## config.mk

```make
export PLATFORM = sky130hd
export DESIGN_NAME = lc3b_exec_pipe
export DESIGN_NICKNAME = d
export VERILOG_FILES = /design/src/verilog/lc3b_pipe_types.sv /design/src/verilog/lc3b_types.sv /design/src/verilog/execute_stage.sv /design/src/verilog/forwarding_controller.sv /design/src/verilog/instr_decoder.sv /design/src/verilog/lc3b_exec_pipe.sv /design/src/verilog/regfile.sv /design/src/verilog/retire_stage.sv
export SDC_FILE = /design/constraint.sdc
export NUM_CORES = 1
export LEC_CHECK = 0
export BUFFER_PORTS_ARGS = -buffer_cell sky130_fd_sc_hd__clkbuf_2
export CAP_MARGIN = 20
export CORE_MARGIN = 8
export CORE_UTILIZATION = 55
export CTS_BUF_LIST = sky130_fd_sc_hd__clkbuf_8
export CTS_CLUSTER_DIAMETER = 150
export CTS_CLUSTER_SIZE = 30
export DETAILED_ROUTE_END_ITERATION = 8
export PLACE_DENSITY = 0.72
export SYNTH_ARGS = -nofsm -noshare
export SYNTH_HDL_FRONTEND = slang
export SYNTH_SLANG_ARGS = --single-unit
```

## constraint.sdc

```tcl
create_clock -name clk -period 4.3 [get_ports clk]
set_input_delay 1.075 -clock clk [delete_from_list [all_inputs] [get_ports clk]]
set_output_delay 1.075 -clock clk [all_outputs]
set_load 0.01 [all_outputs]
```

## src/verilog/lc3b_pipe_types.sv

```systemverilog
package lc3b_pipe_types;

    // operand source for EX
    // pass takes the value latched from the register file in ID
    typedef enum logic [1:0] {
        lc3b_forward_mux_sel_pass                  = 2'b00,
        lc3b_forward_mux_sel_stage_MEM_regfile_data = 2'b01,
        lc3b_forward_mux_sel_stage_WB_regfile_data  = 2'b10
    } lc3b_forward_mux_sel;

    // ALU function
    // alu_not only looks at operand A
    typedef enum logic [1:0] {
        alu_add = 2'b00,
        alu_and = 2'b01,
        alu_not = 2'b10
    } lc3b_aluop;

endpackage : lc3b_pipe_types

```

## src/verilog/lc3b_types.sv

```systemverilog
package lc3b_types;

    // architectural register count
    localparam int num_regs = 8;

    // 16-bit data word, instructions and register values
    typedef logic [15:0] lc3b_word;

    // register index, R0..R7
    typedef logic [2:0] lc3b_reg;

    // immediate field of ADD/AND, two's complement
    typedef logic [4:0] lc3b_imm5;

    // condition codes, n at bit 2, z at bit 1, p at bit 0
    typedef logic [2:0] lc3b_nzp;

    // instr[15:12]
    // only the ALU ops are handled by this core
    typedef enum logic [3:0] {
        op_add = 4'b0001,
        op_and = 4'b0101,
        op_not = 4'b1001
    } lc3b_opcode;

endpackage : lc3b_types

```

## src/verilog/execute_stage.sv

```systemverilog
`timescale 1ns/1ps

module execute_stage (
    input  logic                                 clk,
    input  logic                                 rst,
    input  logic                                 id_ex_load,
    input  lc3b_types::lc3b_reg                  id_ex_dest,
    input  lc3b_pipe_types::lc3b_aluop           id_ex_aluop,
    input  logic                                 id_ex_use_imm,
    input  lc3b_types::lc3b_imm5                 id_ex_imm,
    input  lc3b_types::lc3b_word                 id_ex_sr1_data,
    input  lc3b_types::lc3b_word                 id_ex_sr2_data,
    input  lc3b_pipe_types::lc3b_forward_mux_sel forward_a_mux_sel,
    input  lc3b_pipe_types::lc3b_forward_mux_sel forward_b_mux_sel,
    input  lc3b_types::lc3b_word                 mem_wb_data,
    output logic                                 ex_mem_load,
    output lc3b_types::lc3b_reg                  ex_mem_dest,
    output lc3b_types::lc3b_word                 ex_mem_data
);

    // forwarded operands
    lc3b_types::lc3b_word fwd_a;
    lc3b_types::lc3b_word fwd_b;

    // final ALU inputs and result
    lc3b_types::lc3b_word imm_sext;
    lc3b_types::lc3b_word alu_b;
    lc3b_types::lc3b_word alu_out;

    // operand A source
    always_comb begin
        case (forward_a_mux_sel)
            lc3b_pipe_types::lc3b_forward_mux_sel_stage_MEM_regfile_data: fwd_a = ex_mem_data;
            lc3b_pipe_types::lc3b_forward_mux_sel_stage_WB_regfile_data:  fwd_a = mem_wb_data;
            default: fwd_a = id_ex_sr1_data;
        endcase
    end

    // operand B source
    always_comb begin
        case (forward_b_mux_sel)
            lc3b_pipe_types::lc3b_forward_mux_sel_stage_MEM_regfile_data: fwd_b = ex_mem_data;
            lc3b_pipe_types::lc3b_forward_mux_sel_stage_WB_regfile_data:  fwd_b = mem_wb_data;
            default: fwd_b = id_ex_sr2_data;
        endcase
    end

    // imm5 sign extension, replaces B in immediate mode
    assign imm_sext = {{11{id_ex_imm[4]}}, id_ex_imm};
    assign alu_b    = id_ex_use_imm ? imm_sext : fwd_b;

    // ALU
    always_comb begin
        case (id_ex_aluop)
            lc3b_pipe_types::alu_and: alu_out = fwd_a & alu_b;
            lc3b_pipe_types::alu_not: alu_out = ~fwd_a;
            default: alu_out = fwd_a + alu_b;
        endcase
    end

    // EX/MEM valid bit, a bubble passes through as load low
    always_ff @(posedge clk) begin
        if (rst) begin
            ex_mem_load <= 1'b0;
        end else begin
            ex_mem_load <= id_ex_load;
        end
    end

    // EX/MEM payload
    always_ff @(posedge clk) begin
        ex_mem_dest <= id_ex_dest;
        ex_mem_data <= alu_out;
    end

endmodule : execute_stage

```

## src/verilog/forwarding_controller.sv

```systemverilog
`timescale 1ns/1ps

module forwarding_controller (
    input  lc3b_types::lc3b_reg                  id_ex_sr1,
    input  lc3b_types::lc3b_reg                  id_ex_sr2,
    input  logic                                 id_ex_requires_sr1,
    input  logic                                 id_ex_requires_sr2,
    input  logic                                 ex_mem_load,
    input  lc3b_types::lc3b_reg                  ex_mem_dest,
    input  logic                                 mem_wb_load,
    input  lc3b_types::lc3b_reg                  mem_wb_dest,
    output lc3b_pipe_types::lc3b_forward_mux_sel forward_a_mux_sel,
    output lc3b_pipe_types::lc3b_forward_mux_sel forward_b_mux_sel
);

    // hits against the instruction one slot ahead
    logic mem_hit_sr1;
    logic mem_hit_sr2;

    // hits against the instruction two slots ahead
    logic wb_hit_sr1;
    logic wb_hit_sr2;

    assign mem_hit_sr1 = ex_mem_load && id_ex_requires_sr1 && (id_ex_sr1 == ex_mem_dest);
    assign mem_hit_sr2 = ex_mem_load && id_ex_requires_sr2 && (id_ex_sr2 == ex_mem_dest);
    assign wb_hit_sr1  = mem_wb_load && id_ex_requires_sr1 && (id_ex_sr1 == mem_wb_dest);
    assign wb_hit_sr2  = mem_wb_load && id_ex_requires_sr2 && (id_ex_sr2 == mem_wb_dest);

    // EX/MEM checked first, it holds the newer value
    always_comb begin
        if (mem_hit_sr1) begin
            forward_a_mux_sel = lc3b_pipe_types::lc3b_forward_mux_sel_stage_MEM_regfile_data;
        end else if (wb_hit_sr1) begin
            forward_a_mux_sel = lc3b_pipe_types::lc3b_forward_mux_sel_stage_WB_regfile_data;
        end else begin
            forward_a_mux_sel = lc3b_pipe_types::lc3b_forward_mux_sel_pass;
        end
    end

    // same rule for the second source
    // requires_sr2 is low in immediate mode, so imm ops never forward here
    always_comb begin
        if (mem_hit_sr2) begin
            forward_b_mux_sel = lc3b_pipe_types::lc3b_forward_mux_sel_stage_MEM_regfile_data;
        end else if (wb_hit_sr2) begin
            forward_b_mux_sel = lc3b_pipe_types::lc3b_forward_mux_sel_stage_WB_regfile_data;
        end else begin
            forward_b_mux_sel = lc3b_pipe_types::lc3b_forward_mux_sel_pass;
        end
    end

endmodule : forwarding_controller

```

## src/verilog/instr_decoder.sv

```systemverilog
`timescale 1ns/1ps

module instr_decoder (
    input  logic                       clk,
    input  logic                       rst,
    input  logic                       instr_valid,
    input  lc3b_types::lc3b_word       instr,
    input  lc3b_types::lc3b_word       rf_sr1_data,
    input  lc3b_types::lc3b_word       rf_sr2_data,
    output lc3b_types::lc3b_reg        rf_sr1,
    output lc3b_types::lc3b_reg        rf_sr2,
    output logic                       id_ex_load,
    output lc3b_types::lc3b_reg        id_ex_dest,
    output lc3b_types::lc3b_reg        id_ex_sr1,
    output lc3b_types::lc3b_reg        id_ex_sr2,
    output logic                       id_ex_requires_sr1,
    output logic                       id_ex_requires_sr2,
    output lc3b_pipe_types::lc3b_aluop id_ex_aluop,
    output logic                       id_ex_use_imm,
    output lc3b_types::lc3b_imm5       id_ex_imm,
    output lc3b_types::lc3b_word       id_ex_sr1_data,
    output lc3b_types::lc3b_word       id_ex_sr2_data
);

    // raw instruction fields
    lc3b_types::lc3b_opcode opcode;
    lc3b_types::lc3b_reg    dest;
    lc3b_types::lc3b_imm5   imm;
    logic                   mode;

    // decoded controls
    logic                       supported;
    lc3b_pipe_types::lc3b_aluop aluop;
    logic                       needs_sr2;
    logic                       use_imm;

    assign opcode = lc3b_types::lc3b_opcode'(instr[15:12]);
    assign dest   = instr[11:9];
    assign mode   = instr[5];
    assign imm    = instr[4:0];

    // register file read addresses, straight from the instruction
    assign rf_sr1 = instr[8:6];
    assign rf_sr2 = instr[2:0];

    // opcode to ALU function
    always_comb begin
        supported = 1'b1;
        aluop     = lc3b_pipe_types::alu_add;
        case (opcode)
            lc3b_types::op_add: aluop = lc3b_pipe_types::alu_add;
            lc3b_types::op_and: aluop = lc3b_pipe_types::alu_and;
            lc3b_types::op_not: aluop = lc3b_pipe_types::alu_not;
            default: supported = 1'b0;
        endcase
    end

    // NOT has bits 5:0 all ones, so mode must be masked for it
    assign needs_sr2 = supported && (opcode != lc3b_types::op_not) && !mode;
    assign use_imm   = (opcode != lc3b_types::op_not) && mode;

    // ID/EX control bits
    // bubble on low valid or unknown opcode
    always_ff @(posedge clk) begin
        if (rst) begin
            id_ex_load         <= 1'b0;
            id_ex_requires_sr1 <= 1'b0;
            id_ex_requires_sr2 <= 1'b0;
        end else begin
            id_ex_load         <= instr_valid && supported;
            id_ex_requires_sr1 <= instr_valid && supported;
            id_ex_requires_sr2 <= instr_valid && needs_sr2;
        end
    end

    // ID/EX payload, only meaningful with id_ex_load
    always_ff @(posedge clk) begin
        id_ex_dest     <= dest;
        id_ex_sr1      <= rf_sr1;
        id_ex_sr2      <= rf_sr2;
        id_ex_aluop    <= aluop;
        id_ex_use_imm  <= use_imm;
        id_ex_imm      <= imm;
        // read data already includes the write-through from WB
        id_ex_sr1_data <= rf_sr1_data;
        id_ex_sr2_data <= rf_sr2_data;
    end

endmodule : instr_decoder

```

## src/verilog/lc3b_exec_pipe.sv

```systemverilog
`timescale 1ns/1ps

module lc3b_exec_pipe (
    input  logic                 clk,
    input  logic                 rst,
    input  logic                 instr_valid,
    input  lc3b_types::lc3b_word instr,
    output logic                 wb_valid,
    output lc3b_types::lc3b_reg  wb_dest,
    output lc3b_types::lc3b_word wb_data,
    output lc3b_types::lc3b_nzp  cc
);

    // register file read side
    lc3b_types::lc3b_reg  rf_sr1;
    lc3b_types::lc3b_reg  rf_sr2;
    lc3b_types::lc3b_word rf_sr1_data;
    lc3b_types::lc3b_word rf_sr2_data;

    // ID/EX barrier
    logic                       id_ex_load;
    lc3b_types::lc3b_reg        id_ex_dest;
    lc3b_types::lc3b_reg        id_ex_sr1;
    lc3b_types::lc3b_reg        id_ex_sr2;
    logic                       id_ex_requires_sr1;
    logic                       id_ex_requires_sr2;
    lc3b_pipe_types::lc3b_aluop id_ex_aluop;
    logic                       id_ex_use_imm;
    lc3b_types::lc3b_imm5       id_ex_imm;
    lc3b_types::lc3b_word       id_ex_sr1_data;
    lc3b_types::lc3b_word       id_ex_sr2_data;

    // forwarding selects
    lc3b_pipe_types::lc3b_forward_mux_sel forward_a_mux_sel;
    lc3b_pipe_types::lc3b_forward_mux_sel forward_b_mux_sel;

    // EX/MEM and MEM/WB barriers
    logic                 ex_mem_load;
    lc3b_types::lc3b_reg  ex_mem_dest;
    lc3b_types::lc3b_word ex_mem_data;
    logic                 mem_wb_load;
    lc3b_types::lc3b_reg  mem_wb_dest;
    lc3b_types::lc3b_word mem_wb_data;

    instr_decoder i_decoder (
        .clk, .rst, .instr_valid, .instr,
        .rf_sr1_data, .rf_sr2_data, .rf_sr1, .rf_sr2,
        .id_ex_load, .id_ex_dest, .id_ex_sr1, .id_ex_sr2,
        .id_ex_requires_sr1, .id_ex_requires_sr2, .id_ex_aluop,
        .id_ex_use_imm, .id_ex_imm, .id_ex_sr1_data, .id_ex_sr2_data
    );

    // written from MEM/WB, read from ID
    regfile i_regfile (
        .clk, .rst,
        .load (mem_wb_load), .dest (mem_wb_dest), .data (mem_wb_data),
        .sr1 (rf_sr1), .sr2 (rf_sr2),
        .sr1_data (rf_sr1_data), .sr2_data (rf_sr2_data)
    );

    forwarding_controller i_fwd_ctrl (
        .id_ex_sr1, .id_ex_sr2, .id_ex_requires_sr1, .id_ex_requires_sr2,
        .ex_mem_load, .ex_mem_dest, .mem_wb_load, .mem_wb_dest,
        .forward_a_mux_sel, .forward_b_mux_sel
    );

    execute_stage i_execute (
        .clk, .rst, .id_ex_load, .id_ex_dest, .id_ex_aluop,
        .id_ex_use_imm, .id_ex_imm, .id_ex_sr1_data, .id_ex_sr2_data,
        .forward_a_mux_sel, .forward_b_mux_sel, .mem_wb_data,
        .ex_mem_load, .ex_mem_dest, .ex_mem_data
    );

    retire_stage i_retire (
        .clk, .rst, .ex_mem_load, .ex_mem_dest, .ex_mem_data,
        .mem_wb_load, .mem_wb_dest, .mem_wb_data, .cc
    );

    // retirement port is the MEM/WB barrier itself
    assign wb_valid = mem_wb_load;
    assign wb_dest  = mem_wb_dest;
    assign wb_data  = mem_wb_data;

endmodule : lc3b_exec_pipe

```

## src/verilog/regfile.sv

```systemverilog
`timescale 1ns/1ps

module regfile (
    input  logic                 clk,
    input  logic                 rst,
    input  logic                 load,
    input  lc3b_types::lc3b_reg  dest,
    input  lc3b_types::lc3b_word data,
    input  lc3b_types::lc3b_reg  sr1,
    input  lc3b_types::lc3b_reg  sr2,
    output lc3b_types::lc3b_word sr1_data,
    output lc3b_types::lc3b_word sr2_data
);

    // R0..R7
    lc3b_types::lc3b_word regs [lc3b_types::num_regs];

    // write port, fed from MEM/WB
    always_ff @(posedge clk) begin
        if (rst) begin
            for (int i = 0; i < lc3b_types::num_regs; i++) begin
                regs[i] <= '0;
            end
        end else if (load) begin
            regs[dest] <= data;
        end
    end

    // combinational reads
    // a write in this cycle shows up on the read port right away,
    // which covers an instruction three slots behind its producer
    always_comb begin
        if (load && (dest == sr1)) begin
            sr1_data = data;
        end else begin
            sr1_data = regs[sr1];
        end
        if (load && (dest == sr2)) begin
            sr2_data = data;
        end else begin
            sr2_data = regs[sr2];
        end
    end

endmodule : regfile

```

## src/verilog/retire_stage.sv

```systemverilog
`timescale 1ns/1ps

module retire_stage (
    input  logic                 clk,
    input  logic                 rst,
    input  logic                 ex_mem_load,
    input  lc3b_types::lc3b_reg  ex_mem_dest,
    input  lc3b_types::lc3b_word ex_mem_data,
    output logic                 mem_wb_load,
    output lc3b_types::lc3b_reg  mem_wb_dest,
    output lc3b_types::lc3b_word mem_wb_data,
    output lc3b_types::lc3b_nzp  cc
);

    // flags of the result entering MEM/WB
    lc3b_types::lc3b_nzp nzp_next;

    // sign and zero test
    always_comb begin
        if (ex_mem_data[15]) begin
            nzp_next = 3'b100;
        end else if (ex_mem_data == '0) begin
            nzp_next = 3'b010;
        end else begin
            nzp_next = 3'b001;
        end
    end

    // no memory access in this core, MEM/WB is a straight copy of EX/MEM
    always_ff @(posedge clk) begin
        if (rst) begin
            mem_wb_load <= 1'b0;
        end else begin
            mem_wb_load <= ex_mem_load;
        end
    end

    always_ff @(posedge clk) begin
        mem_wb_dest <= ex_mem_dest;
        mem_wb_data <= ex_mem_data;
    end

    // cc moves together with wb_valid
    // resets to z, held across bubbles
    always_ff @(posedge clk) begin
        if (rst) begin
            cc <= 3'b010;
        end else if (ex_mem_load) begin
            cc <= nzp_next;
        end
    end

endmodule : retire_stage
```

==> metrics.json <==
{
  "power_density_nw_per_um2": 370.0,
  "coreArea_sq_um": 19970,
  "finalSetupTns_ns": 0,
  "cts_inserted_buffers": 11,
  "most_frequent_cells_in_the_layout": "sky130_fd_sc_hd__and2_1 (129), sky130_fd_sc_hd__edfxtp_1 (128), sky130_fd_sc_hd__dfxtp_1 (91)",
  "ys.warnings.count": 0,
  "synth_area_sq_um": 11050,
  "worst_ep_required_time_ns": 4.73,
  "start_util_pct": 55.30,
  "grt_start_max_net_pins": 35,
  "timing.final.ws_setup_ns": 0.4613,
  "synth_nets": 956,
  "layout_cells_sized_above_1_pct": 17.03,
  "ctsLongestPathBuffers": 3,
  "drt-initial-drc-count": 609,
  "io_buffer_count": 41,
  "nFillCells": 1629,
  "finalClockSkew_ns": 0.03797,
  "clock_tree.root_cell": "sky130_fd_sc_hd__clkbuf_8",
  "yosys.area.top_type": "sky130_fd_sc_hd__edfxtp_1",
  "wl_per_cell_um": 22.46,
  "placed_cell_area_sq_um": 11450,
  "swShare_pct": 30.89,
  "postSynthRegisterBits": 219,
  "globalRoute.totalOverflow": 0,
  "clk_latency_ns": 0.53,
  "leakagePower_nw": 4.388,
  "pwr-share-clk_pct": 20.8,
  "tritoncts": "yes",
  "relSlewSlack_pct": 31.35,
  "start_kind": "register",
  "timing.critical_path.to_type": "register",
  "via_per_inst": 6.023,
  "placement.setup.worst_slack_ns": 0.5493,
  "most_common_cell_after_layout_fill_and_taps_aside": "sky130_fd_sc_hd__and2_1",
  "cts.clk_slew.worst_paths_ns": 0.17,
  "cts.htree.levels": 1,
  "layout.cell_area.non_filler_sq_um": 11650,
  "place_congestion": 0.9434,
  "fmax_ghz": 0.2605,
  "post-synth-top-area-fraction_pct": 34.80,
  "clock_sinks": 219,
  "maxcap_violations": 0,
  "slowest_delay_ns": 0.63,
  "antenna_found_initial": 0,
  "power_frac_comb_pct": 15.7,
  "final_max_slew_viol_count": 0,
  "rows": 52,
  "die_h_um": 157.7,
  "slowest_stage_cell_cp": "sky130_fd_sc_hd__dfxtp_1",
  "detailedPlacementHpwl_um": 17430,
  "internal_power_mw": 2.978,
  "sequentialPowerShare_pct": 63.5,
  "drt-total-wl_um": 26770,
  "synth_area_per_cell_sq_um": 12.03,
  "grt_first_pass_wirelength_um": 41760,
  "finalNetCount": 956,
  "yosys.cell_types.count": 52,
  "post_synth_inst_count": 918,
  "crit_arrival_ns": 4.26,
  "path_max_fanout": 10,
  "timing_worst_slew_pin_value_ns": 1.030,
  "drt_pass1_iterations": 5,
  "remaining_drc_errors": 0,
  "category_of_the_most_critical_setup_path": "register to register",
  "peakVddDrop_uv": 184.2,
  "final-setup-viol-count": 0,
  "outcome": "complete, no violations",
  "boundaryPins": 42,
  "vias": 7180,
  "die-width_um": 157.7,
  "power_switching_mw": 1.331,
  "post-route-min-period_ns": 3.839,
  "first_global_vias": 7252,
  "hold_viol_final": 0,
  "synth_ff_type": "sky130_fd_sc_hd__edfxtp_1",
  "grt_setup_unrepaired": "false",
  "synth.yosys.seq_area_share_pct": 51.29,
  "async_flop_share_pct": 0,
  "overall_fraction_of_global_route_tracks_in_use_pct": 22.12,
  "finalCritPeriodShare_pct": 89.27,
  "holdBufCountCts": 0,
  "report.power.total_mw": 4.309,
  "antenna_cells": 0,
  "antenna_violating_nets_post_route": 0,
  "dieArea_sq_um": 24870,
  "yosys-top-cells-area": "sky130_fd_sc_hd__edfxtp_1 (35%), sky130_fd_sc_hd__dfxtp_1 (16%), sky130_fd_sc_hd__mux4_2 (13%)",
  "synth-edff-count": 128,
  "min-delay-path-class": "register to register",
  "cts_resized": 0,
  "post_cts.repair.setup_buffers": 0,
  "worstPathCellList": "xor2_1, nor2_1, and4_1, nand2_1, nor2_1, o41ai_1, ha_1, fa_1, a21o_1, a31oi_1, o31ai_1, a221oi_1, xor2_1, a21oi_1",
  "area_growth_syn_to_layout_pct": 5.448
}
-- state kept, by name (all words and copies together), names as in the netlist, 16 cells and up --
register	count
i_decoder.id_ex_sr1_data	16
i_decoder.id_ex_sr2_data	16
i_execute.ex_mem_data	16
i_regfile.regs	128
i_retire.mem_wb_data	16
-- worst paths after layout --
check,from,endpoint,slack (ns),cells past startpoint
worst max-delay path,i_retire.mem_wb_dest[2]$_DFF_P_,i_execute.ex_mem_data[14]$_DFF_P_,0.46,14
worst min-delay path,i_decoder.id_ex_dest[0]$_DFF_P_,i_execute.ex_mem_dest[0]$_DFF_P_,0.35,0
worst max register to register,i_retire.mem_wb_dest[2]$_DFF_P_,i_execute.ex_mem_data[14]$_DFF_P_,0.46,14
worst min register to register,i_decoder.id_ex_dest[0]$_DFF_P_,i_execute.ex_mem_dest[0]$_DFF_P_,0.35,0
-- logic make-up (layout without fill, tap and decap cells) --
family,after synthesis,count (layout),synth area share [%]
muxes,113,113,17.49
AOI/OAI and AO/OA,147,147,8.326
and+or+nand+nor,316,316,15.28
DFF,219,219,51.29
adders and majority gates,19,19,2.220
buffers and inverters,75,79,2.956
xor gates and xnor gates,29,29,2.435
-- power groups by stage --
stage	Combinational (mW)	Sequential (mW)	Clock, mW
CTS	0.676	2.73	0.908
detailed placement	0.674	2.78	0
global route	0.738	2.78	0.975
floorplan	0.561	2.58	0
global placement	0.666	2.78	0
finish	0.678	2.74	0.894
-- through the flow --
stage | hold slack [ns] | utilization [%] | cells
global route | 0.3544 | 58.31 | 1192
floorplan | 0.3096 | - | 918
finish | 0.3459 | 58.31 | 1192
CTS | 0.3456 | 58.31 | 1192
global placement | 0.3119 | 57.31 | 1175
detailed placement | 0.3121 | 57.31 | 1175
-- routing by layer --
layer,routed length (um),up-vias,GRT usage (%)
li1,-,3349,-
met1,11080,3533,28.59
met5,0,-,0
met3,1740,46,2.239
met2,13330,252,38.70
met4,624,0,6.528
-- area by class of cell --
class,count,area [sq um],area share [%]
Clock buffer,11,151.4,1.300
Clock inverter,6,48.80,0.4190
Inverter,5,18.77,0.1611
Multi-Input combinational cell,624,5075,43.57
Sequential cell,219,5665,48.64
Tap cell,270,337.8,2.900
Timing Repair Buffer,57,350.3,3.008
-- synthesized netlist by cell type (3+ instances only) --
cell type and count:
sky130_fd_sc_hd__nor4_1 7, sky130_fd_sc_hd__nand4_1 7, sky130_fd_sc_hd__o221ai_1 6, sky130_fd_sc_hd__buf_6 3, sky130_fd_sc_hd__o21ai_0 12, sky130_fd_sc_hd__dfxtp_1 91, sky130_fd_sc_hd__xnor2_1 15, sky130_fd_sc_hd__o211ai_1 4
sky130_fd_sc_hd__nor2_1 83, sky130_fd_sc_hd__inv_1 5, sky130_fd_sc_hd__edfxtp_1 128, sky130_fd_sc_hd__o21ai_1 5, sky130_fd_sc_hd__and4_1 3, sky130_fd_sc_hd__and2_1 129, sky130_fd_sc_hd__a21o_1 4, sky130_fd_sc_hd__or3_1 3
sky130_fd_sc_hd__nand2_1 48, sky130_fd_sc_hd__buf_2 10, sky130_fd_sc_hd__or2_2 10, sky130_fd_sc_hd__xor2_1 12, sky130_fd_sc_hd__a211oi_1 3, sky130_fd_sc_hd__nand3_1 4, sky130_fd_sc_hd__nand2b_1 5, sky130_fd_sc_hd__mux2i_1 49
sky130_fd_sc_hd__nor2b_1 8, sky130_fd_sc_hd__clkbuf_1 54, sky130_fd_sc_hd__ha_1 18, sky130_fd_sc_hd__o21ai_2 4, sky130_fd_sc_hd__o41ai_1 10, sky130_fd_sc_hd__a221oi_1 7, sky130_fd_sc_hd__a21oi_1 74, sky130_fd_sc_hd__mux4_2 64
sky130_fd_sc_hd__a31oi_1 5
-- critical path: cells and delay by family (launching register included) --
family / cells / cell delay, ns
compound gates: 6 / 1.23
xor+xnor: 2 / 0.30
fa+ha+maj: 2 / 0.75
flops: 1 / 0.63
simple gates: 4 / 0.83
(Power assumes the default switching activity.)
